--- src/core_mem_pkg.sv ---
package core_mem_pkg;

    // Port 0 fetches instructions, port 1 is the load/store port
    localparam int num_ports = 2;

    // Block RAM depth in 32-bit words
    localparam int mem_words = 256;

    typedef logic [31:0] addr_t;  // Byte address
    typedef logic [31:0] data_t;  // Data word
    typedef logic [3:0]  sel_t;   // Wishbone byte lanes
    typedef logic [1:0]  width_t; // Core access width

    typedef logic [$clog2(mem_words)-1:0] mem_idx_t;
    typedef logic [$clog2(num_ports)-1:0] port_idx_t;

    // Access width codes as driven by the core
    localparam width_t width_byte = 2'b00;
    localparam width_t width_half = 2'b01;
    localparam width_t width_word = 2'b10;

    // Request bridge FSM
    typedef enum logic [1:0] {
        st_idle = 2'b00, // Waiting for a core request
        st_bus  = 2'b01, // Wishbone cycle open
        st_resp = 2'b10  // Response given, waiting for req to drop
    } bridge_state_t;

endpackage

--- src/core_wb_bridge.sv ---
`timescale 1ns/1ps

module core_wb_bridge (
    input  logic                clk_core,
    input  logic                reset_i,

    // Core side, already lane aligned
    input  logic                req_i,
    input  core_mem_pkg::addr_t addr_i,
    input  core_mem_pkg::sel_t  sel_i,
    input  logic                we_i,
    input  core_mem_pkg::data_t wdata_i,

    // Wishbone master side
    input  logic                wb_ack_i,
    input  core_mem_pkg::data_t wb_rdata_i,
    output logic                wb_cyc_o,
    output logic                wb_stb_o,
    output logic                wb_we_o,
    output core_mem_pkg::addr_t wb_addr_o,
    output core_mem_pkg::sel_t  wb_sel_o,
    output core_mem_pkg::data_t wb_wdata_o,

    // Response back to the core
    output logic                resp_o,
    output core_mem_pkg::data_t rdata_o
);

    core_mem_pkg::bridge_state_t state;

    logic start; // New request accepted this cycle

    assign start = (state == core_mem_pkg::st_idle) && req_i;

    always_ff @(posedge clk_core) begin
        if (reset_i) begin
            state    <= core_mem_pkg::st_idle;
            wb_cyc_o <= 1'b0;
            resp_o   <= 1'b0;
        end else begin
            // Ack is delayed one cycle before it reaches the core
            resp_o <= (state == core_mem_pkg::st_bus) && wb_ack_i;
            case (state)
                core_mem_pkg::st_idle: begin
                    if (req_i) begin
                        state    <= core_mem_pkg::st_bus;
                        wb_cyc_o <= 1'b1;
                    end
                end
                core_mem_pkg::st_bus: begin
                    if (wb_ack_i) begin
                        state    <= core_mem_pkg::st_resp;
                        wb_cyc_o <= 1'b0;
                    end
                end
                core_mem_pkg::st_resp: begin
                    if (!req_i) state <= core_mem_pkg::st_idle; // Core has seen resp
                end
                default: state <= core_mem_pkg::st_idle;
            endcase
        end
    end

    assign wb_stb_o = wb_cyc_o; // One transfer per cycle

    // Request payload held steady for the whole Wishbone cycle
    always_ff @(posedge clk_core) begin
        if (start) begin
            wb_addr_o  <= addr_i;
            wb_sel_o   <= sel_i;
            wb_we_o    <= we_i;
            wb_wdata_o <= wdata_i;
        end
    end

    // Read word captured with the ack
    always_ff @(posedge clk_core) begin
        if (wb_ack_i) rdata_o <= wb_rdata_i;
    end

endmodule

--- config.mk ---
export PLATFORM = sky130hd
export DESIGN_NAME = core_wb_bridge
export DESIGN_NICKNAME = d
export VERILOG_FILES = /design/src/core_mem_pkg.sv /design/src/core_wb_bridge.sv
export SDC_FILE = /design/constraint.sdc
export NUM_CORES = 1
export LEC_CHECK = 0
export ABC_AREA = 1
export BUFFER_PORTS_ARGS = -buffer_cell sky130_fd_sc_hd__buf_2
export CELL_PAD_IN_SITES_DETAIL_PLACEMENT = 0
export CELL_PAD_IN_SITES_GLOBAL_PLACEMENT = 1
export CORE_UTILIZATION = 35
export DETAILED_ROUTE_END_ITERATION = 12
export GPL_ROUTABILITY_DRIVEN = 0
export PLACE_DENSITY = 0.8
export SYNTH_ARGS = -nofsm -noshare
export SYNTH_HDL_FRONTEND = slang
export SYNTH_SLANG_ARGS = --single-unit
--- constraint.sdc ---
create_clock -name clk_core -period 5.1 [get_ports clk_core]
set_clock_uncertainty 0.1 [all_clocks]
set_input_delay 1.02 -clock clk_core [delete_from_list [all_inputs] [get_ports clk_core]]
set_output_delay 1.02 -clock clk_core [all_outputs]
set_load 0.02 [all_outputs]
==> metrics <==
switching power 447 µW; clk_lat worst skew 0.35 ns; Final setup viols 0; clock share of power 0.285; final WL 7130 µm; pin count of the biggest net entering global routing 41; vias after detailed routing 1994; core area 0.00876 mm²; flops & latches, synth 105; dpl hpwl 5470 µm; Synth Net Count 223; Final Power 1.72 mW; Final Hold Fails 0; post-route ant nets 0; setup_tns 0 ns; die width 97.4 µm; Comb power frac 0.117; Sw Share 0.260; most common cell after layout, fill and taps aside buf_2; yosys synthesis warning count 0; register area share after synthesis 0.977; max_cap viols 0; Slew HR 0.503; cts hold-fix bufs 0; arrival time at the worst endpoint 2.24 ns; global-route wire length before repair 10500 µm; TritonRoute pass-1 iters 4; GRT Resource Usage Total 0.150; Starting Density 0.364; Max Clock Freq 0.428 GHz; Buffers on Ports 208; Mapped Cells 118; pwr/cell area 378 mW/mm²; period utilization 0.458; I/O pins 209; CP max stage cell buf_4; Peak VDD IR 179 µV; n_diodes 0; post-cts gate resize count 0; worst hold slack 0.398 ns; layout cells sized above 1 0.670; H-tree levels 3; Netlist Area Pre-Place 0.00319 mm²; outcome finished, final reports clean; crit path launch type primary input; CP max FO 40; max-slew violations 0; Leakage 1.96 nW; DRC 0; vias in the first global route 1956; total gr overflow 0; CTS tree built; Post-CTS Setup Bufs 0; CP peak stage delay 0.54 ns; DRT iter0 DRCs 50; CP cell instances buf_2 > nand3_2 > inv_2 > buf_4; WP data required 5.00 ns; Die H 97.4 µm; NumNets Final 442; Slew @ Worst Pin 0.745 ns; crit end category register; FP Rows 34; HP Class register to register; Sink Count 105; DR vias/cell 4.43; clock slew at reported path FFs 0.10 ns; most frequent cells in the layout 208 x buf_2, 101 x edfxtp_1, 9 x clkbuf_8; Num CTS Buffers 9; RSZ-0062 raised after global routing no; Die ar. 0.00949 mm²; critical path class primary input to register; Syn Area/Cell 27.0 µm²; Max Buffers Root-to-Sink 2; Pint 1.28 mW; WL per Instance 15.9 µm; Seq pwr share 0.598; Period minus WS final 2.34 ns; initial antenna violation count 0; root buf cell clkbuf_8; Area Growth Syn to Fin 43.0%; synth unique cells 11
[per-stage QoR]
| stage | cells | util | area (µm²) | setup slack, ns |
|---|---|---|---|---|
| finish | 450 | 0.520 | 4560 | 2.76 |
| CTS | 450 | 0.520 | 4560 | 2.77 |
| global placement | 434 | 0.498 | 4360 | 2.44 |
| floorplan | 118 | - | 3190 | 2.12 |
| detailed placement | 434 | 0.498 | 4360 | 2.37 |
| global route | 450 | 0.520 | 4560 | 2.68 |
[power by group through the flow]
stage               logic [mW]  clock network (mW)  registers (mW)
detailed placement       0.203                   0            1.05
CTS                      0.203               0.510            1.03
global placement         0.200                   0            1.05
floorplan               0.0189                   0            1.13
finish                   0.201               0.491            1.03
global route             0.212               0.542            1.04
[synth_stat cells]
cell type / count / area (µm²)
a21oi_1: 3 / 15.0
buf_4: 1 / 7.51
dfxtp_1: 4 / 80.1
edfxtp_1: 101 / 3030
inv_1: 1 / 3.75
inv_2: 2 / 7.51
nand2_1: 1 / 3.75
nand3_1: 1 / 5.00
nand3_2: 2 / 20.0
nand3b_1: 1 / 7.51
nor2_1: 1 / 3.75
[kinds of logic after synthesis]
| kind of cell | Yosys count | synth area share |
|---|---|---|
| buffers and inverters | 4 | 0.00589 |
| DFF | 105 | 0.977 |
| and+or+nand+nor | 6 | 0.0126 |
| AOI/OAI and AO/OA | 3 | 0.00471 |
[path summary, 6_finish.rpt]
kind	slack, ns	end	startpoint	cells past startpoint
hold reg to reg	0.40	wb_cyc_o$_SDFFE_PP0P_	wb_cyc_o$_SDFFE_PP0P_	2
setup / recovery	2.76	wb_addr_o[14]$_DFFE_PP_	req_i	4
hold / removal	0.40	wb_cyc_o$_SDFFE_PP0P_	wb_cyc_o$_SDFFE_PP0P_	2
setup reg to reg	3.11	wb_addr_o[14]$_DFFE_PP_	state[0]$_SDFFE_PP0P_	4
[cell type report]
cell class | count | area [µm²]
Sequential cell | 105 | 3110
Timing Repair Buffer | 209 | 1050
Clock buffer | 9 | 124
Fill cell | 733 | 4210
Clock inverter | 7 | 71.3
Inverter | 3 | 11.3
Multi-Input combinational cell | 9 | 55.1
Tap cell | 108 | 135
[routing by layer]
layer	wire length [µm]	global-route usage
met2	3810	0.264
met5	0	0
met3	543	0.0424
met1	2620	0.166
met4	160	0.0713
[worst max-delay path, delay by kind of cell]
family / cells / cell delay [ns]
buffers and inverters: 3 / 1.10
and+or+nand+nor: 1 / 0.10
[registers in the layout, summed over array words and instances, names as in the netlist]
name        flops
wb_cyc_o        1
wb_wdata_o     32
wb_addr_o      32
rdata_o        32
wb_sel_o        4
state           2
resp_o          1
wb_we_o         1
(Power assumes the default switching activity.)
