File: config.mk
export PLATFORM = sky130hd
export DESIGN_NAME = core_lane_aligner
export DESIGN_NICKNAME = d
export VERILOG_FILES = /design/src/core_mem_pkg.sv /design/src/core_lane_aligner.sv
export SDC_FILE = /design/constraint.sdc
export NUM_CORES = 1
export LEC_CHECK = 0
export ABC_AREA = 1
export ABC_CLOCK_PERIOD_IN_PS = 1200
export BUFFER_PORTS_ARGS = -buffer_cell sky130_fd_sc_hd__buf_2
export CAP_MARGIN = 20
export CORE_AREA = 5 5 89 91
export DETAILED_ROUTE_END_ITERATION = 6
export DIE_AREA = 0 0 94 96
export GPL_TIMING_DRIVEN = 0
export MAX_ROUTING_LAYER = met4
export SYNTH_ARGS = -nofsm -noshare
export SYNTH_HDL_FRONTEND = slang
export SYNTH_SLANG_ARGS = --single-unit
File: constraint.sdc
create_clock -name vclk -period 1.2
set_input_delay 0.36 -clock vclk [all_inputs]
set_output_delay 0.36 -clock vclk [all_outputs]
set_load 0.01 [all_outputs]
File: src/core_mem_pkg.sv
package core_mem_pkg;

    // Port 0 fetches instructions, port 1 is the load/store port
    localparam int num_ports = 2;

    // Block RAM depth in 32-bit words
    localparam int mem_words = 256;

    typedef logic [31:0] addr_t;  // Byte address
    typedef logic [31:0] data_t;  // Data word
    typedef logic [3:0]  sel_t;   // Wishbone byte lanes
    typedef logic [1:0]  width_t; // Core access width

    typedef logic [$clog2(mem_words)-1:0] mem_idx_t;
    typedef logic [$clog2(num_ports)-1:0] port_idx_t;

    // Access width codes as driven by the core
    localparam width_t width_byte = 2'b00;
    localparam width_t width_half = 2'b01;
    localparam width_t width_word = 2'b10;

    // Request bridge FSM
    typedef enum logic [1:0] {
        st_idle = 2'b00, // Waiting for a core request
        st_bus  = 2'b01, // Wishbone cycle open
        st_resp = 2'b10  // Response given, waiting for req to drop
    } bridge_state_t;

endpackage

File: src/core_lane_aligner.sv
`timescale 1ns/1ps

module core_lane_aligner (
    input  core_mem_pkg::addr_t  core_addr_i [core_mem_pkg::num_ports],
    input  logic                 core_cmd_i,   // Data port, 1 = write
    input  core_mem_pkg::width_t core_width_i, // Data port access width
    input  core_mem_pkg::data_t  core_wdata_i, // Data port store data

    output core_mem_pkg::addr_t  lane_addr_o  [core_mem_pkg::num_ports],
    output core_mem_pkg::sel_t   lane_sel_o   [core_mem_pkg::num_ports],
    output logic [core_mem_pkg::num_ports-1:0] lane_we_o,
    output core_mem_pkg::data_t  lane_wdata_o [core_mem_pkg::num_ports]
);

    // Byte lanes touched by an access of the given width
    function automatic core_mem_pkg::sel_t width_to_sel(
        input core_mem_pkg::width_t width,
        input logic [1:0]           offset
    );
        core_mem_pkg::sel_t sel;
        case (width)
            core_mem_pkg::width_byte: sel = 4'b0001 << offset;
            core_mem_pkg::width_half: sel = offset[1] ? 4'b1100 : 4'b0011;
            default:                  sel = 4'b1111; // Word, and the unused code
        endcase
        return sel;
    endfunction

    // Copy the narrow value into every lane so the selected one carries it
    function automatic core_mem_pkg::data_t replicate(
        input core_mem_pkg::width_t width,
        input core_mem_pkg::data_t  data
    );
        core_mem_pkg::data_t lanes;
        case (width)
            core_mem_pkg::width_byte: lanes = {4{data[7:0]}};
            core_mem_pkg::width_half: lanes = {2{data[15:0]}};
            default:                  lanes = data;
        endcase
        return lanes;
    endfunction

    // Memory is word organised, so both ports present aligned addresses
    genvar p;
    generate
        for (p = 0; p < core_mem_pkg::num_ports; p++) begin : g_align
            assign lane_addr_o[p] = {core_addr_i[p][31:2], 2'b00};
        end
    endgenerate

    // Instruction port, always a full word read
    assign lane_sel_o[0]   = 4'b1111;
    assign lane_we_o[0]    = 1'b0;
    assign lane_wdata_o[0] = '0;

    // Data port
    assign lane_sel_o[1]   = width_to_sel(core_width_i, core_addr_i[1][1:0]);
    assign lane_we_o[1]    = core_cmd_i;
    assign lane_wdata_o[1] = replicate(core_width_i, core_wdata_i);

endmodule

==> impl_metrics.csv <==
group,metric,value,unit
drt,finalWirelength,5470,um
setup_path,worstPathArrival,1.04,ns
timing,period_minus_slack,1.40,ns
placement,placement.cell_area,2290,um2
floorplan,die_h,96,um
setup_path,cp.required,0.84,ns
yosys,ys_seq_area_frac,0,
yosys,ys.warnings.count,0,
yosys,synth_top_family_by_area,"buffers and inverters",
yosys,synth_common_cells,"111 x sky130_fd_sc_hd__buf_4, 50 x sky130_fd_sc_hd__nand2_1, 16 x sky130_fd_sc_hd__nand3_2, 10 x sky130_fd_sc_hd__o21ai_1, 3 x sky130_fd_sc_hd__buf_2",
timing,fin_crit_sh,1.17,
global_routing,pin_count_of_the_biggest_net_entering_global_routing,11,
global_routing,first_pass_grt_wire_length,7470,um
yosys,netlist_area,1330,um2
setup_path,crit_path_max_fo,7,
setup_path,crit_path_frequent_cell,"sky130_fd_sc_hd__buf_12",
worst_hold_path,holdCritPathClass,"in2out",
setup_path,path_delay_family,"buffers and inverters",
yosys,synth.largest_area_cell,"sky130_fd_sc_hd__buf_4",
timing,fin_worst_hold_slack,0.905,ns
layout,final_design_area_no_fill,2760,um2
drt,drt_iter0_drc,4,
setup_path,timing.critical_path.from_type,"input port",
setup_path,timing.critical_path.to_type,"primary output",
layout,n_clock_buffer,0,
setup_path,worst_path_largest_cell_delay,0.14,ns
drt,wl_per_cell,11.4,um
floorplan,core,7060,um2
placement,post-place-ws,-0.309,ns
status,violations,"negative setup slack",
pwr,cellPowerDensity,396,nW/um2
placement,placedCellCount,472,
floorplan,io_pins,237,
layout,final_cell_count_no_fill,480,
worst_hold_path,min_from,"core_cmd_i",
layout,layout.core_utilization,0.391,
worst_hold_path,min_path_cells,2,
drt,drt_first_pass_iters,2,
worst_hold_path,worst_hold_path.endpoint,"lane_we_o[1]",
yosys,post_synth_and_or_nand_nor_area_fraction,0.272,
drt,drc,0,
pwr,ir_drop,0.168,mV
floorplan,row_count,31,
yosys,post_synth_fa_ha_maj_area_fraction,0,
yosys,synth-xor-area-share,0,
clocking,ctsHoldBuffers,0,
global_routing,globalRouteTotalUtil,0.103,
timing,final_setup_violation_count,28,
setup_path,critical_path.cell_chain,"buf_8 -> buf_12 -> buf_12 -> o21ai_4 -> nand2_1 -> buf_2",
layout,fillerInstances,779,
layout,drive_above_1_share,0.806,
pwr,power,1.09,mW
floorplan,fp.dieArea,9020,um2
layout,antenna_cells_inserted,0,
global_routing,first_global_vias,1621,
setup_path,critPathBufInv,4,
yosys,mapped_cells,202,
global_routing,global_route.overflow_total,0,
drt,dr_total_vias,1663,
layout,synthToLayoutAreaGrowth,107,%
timing,fmax,713,MHz
placement,dpl.hpwl,4620,um
placement,routabilityCongestion,0.654,
layout,final-seq-area,0,um2
timing,rsz0062_at_grt,"yes",
floorplan,initial_core_util,0.189,
floorplan,die_width,94,um
layout,numSequentialCells,0,
drt,number_of_routed_nets_with_antenna_violations,0,
setup_path,crit_path_top_delay_cell,"sky130_fd_sc_hd__buf_12",
yosys,ys_types,13,
setup_path,worst-setup-path-type,"in2out",
timing,hold_viol,0,
drt,avgViaCountPerCell,3.46,
pwr,leakagePower,1.70,nW
timing,setup-tns-final,-3.93,ns
timing,report.final.slew_viol_count,0,
global_routing,antenna_found_initial,0,
yosys,synth_compound_area_frac,0.0451,
placement,port_buffers,132,
yosys,post-synth-top-count-cell,"sky130_fd_sc_hd__buf_4",
yosys,muxShareOfSynthArea,0,
job,max-cap-violations,0,
timing,post-route-worst-setup-slack,-0.202,ns
yosys,post_synth.cell_area_avg,6.60,um2
status,outcome,"complete, but fails checks",
yosys,yosysTopAreaCellShare,0.625,
layout,layout.nets,482,
yosys,synth_area_leaders,"sky130_fd_sc_hd__buf_4 63%, sky130_fd_sc_hd__nand2_1 14%, sky130_fd_sc_hd__nand3_2 12%",
## cell type report
cell class | count | area [um2] | area share
plain buffers | 117 | 952 | 0.345
repair buffers | 140 | 908 | 0.329
multi-input cells | 121 | 751 | 0.272
well taps | 99 | 124 | 0.0449
inverters | 3 | 23.8 | 0.00862
## layer usage
layer / vias to the layer above / GRT usage / wire [um] / share of wire
met3: 0 / 0.00860 / 571 / 0.10
met4: 0 / 0 / 0 / 0
met5: - / - / 0 / 0
met1: 713 / 0.114 / 1830 / 0.33
li1: 835 / - / - / -
met2: 115 / 0.212 / 3070 / 0.56
## worst max-delay path by stage
stage / startpoint / end / slack (ns) / depth (start not counted)
5_1_grt: core_width_i[0] / lane_wdata_o[14] / -0.23 / 6
3_3_place_gp: core_width_i[0] / lane_wdata_o[14] / -0.30 / 6
3_5_place_dp: core_width_i[0] / lane_wdata_o[14] / -0.31 / 6
2_1_floorplan: core_width_i[1] / lane_wdata_o[12] / 0.02 / 4
6_report: core_width_i[0] / lane_wdata_o[14] / -0.20 / 6
4_1_cts: core_width_i[0] / lane_wdata_o[14] / -0.24 / 6
## power by group
part           total [mW]  leakage, nW  internal (mW)  switching, mW
logic                1.09         1.70          0.605          0.487
registers               0            0              0              0
clock network           0            0              0              0
## kinds of logic after synthesis
logic type,count (synthesis)
buffers and inverters,120
and+or+nand+nor,68
AOI/OAI and AO/OA,12
other,2
## cells in the final DEF (no fill, tap or decap)
cell,count
sky130_fd_sc_hd__nand2_1,26
sky130_fd_sc_hd__nand2_2,14
sky130_fd_sc_hd__buf_8,2
sky130_fd_sc_hd__buf_12,8
sky130_fd_sc_hd__inv_12,1
sky130_fd_sc_hd__o21ai_1,5
sky130_fd_sc_hd__nand3_2,13
sky130_fd_sc_hd__o21ai_2,6
sky130_fd_sc_hd__o21ai_4,1
sky130_fd_sc_hd__buf_16,2
sky130_fd_sc_hd__buf_6,17
sky130_fd_sc_hd__nand2_4,10
sky130_fd_sc_hd__conb_1,41
sky130_fd_sc_hd__buf_2,115
sky130_fd_sc_hd__inv_1,2
sky130_fd_sc_hd__nor2_4,2
sky130_fd_sc_hd__nand3_4,3
sky130_fd_sc_hd__buf_4,113
## what timing repair did
item	4_1_cts	5_1_grt
gates resized for setup	64	18
setup endpoints to repair	28	28
pin swaps	19	11
gates cloned	3	0
buffers inserted	6	0
No activity file was read; power rests on OpenSTA's default activity.
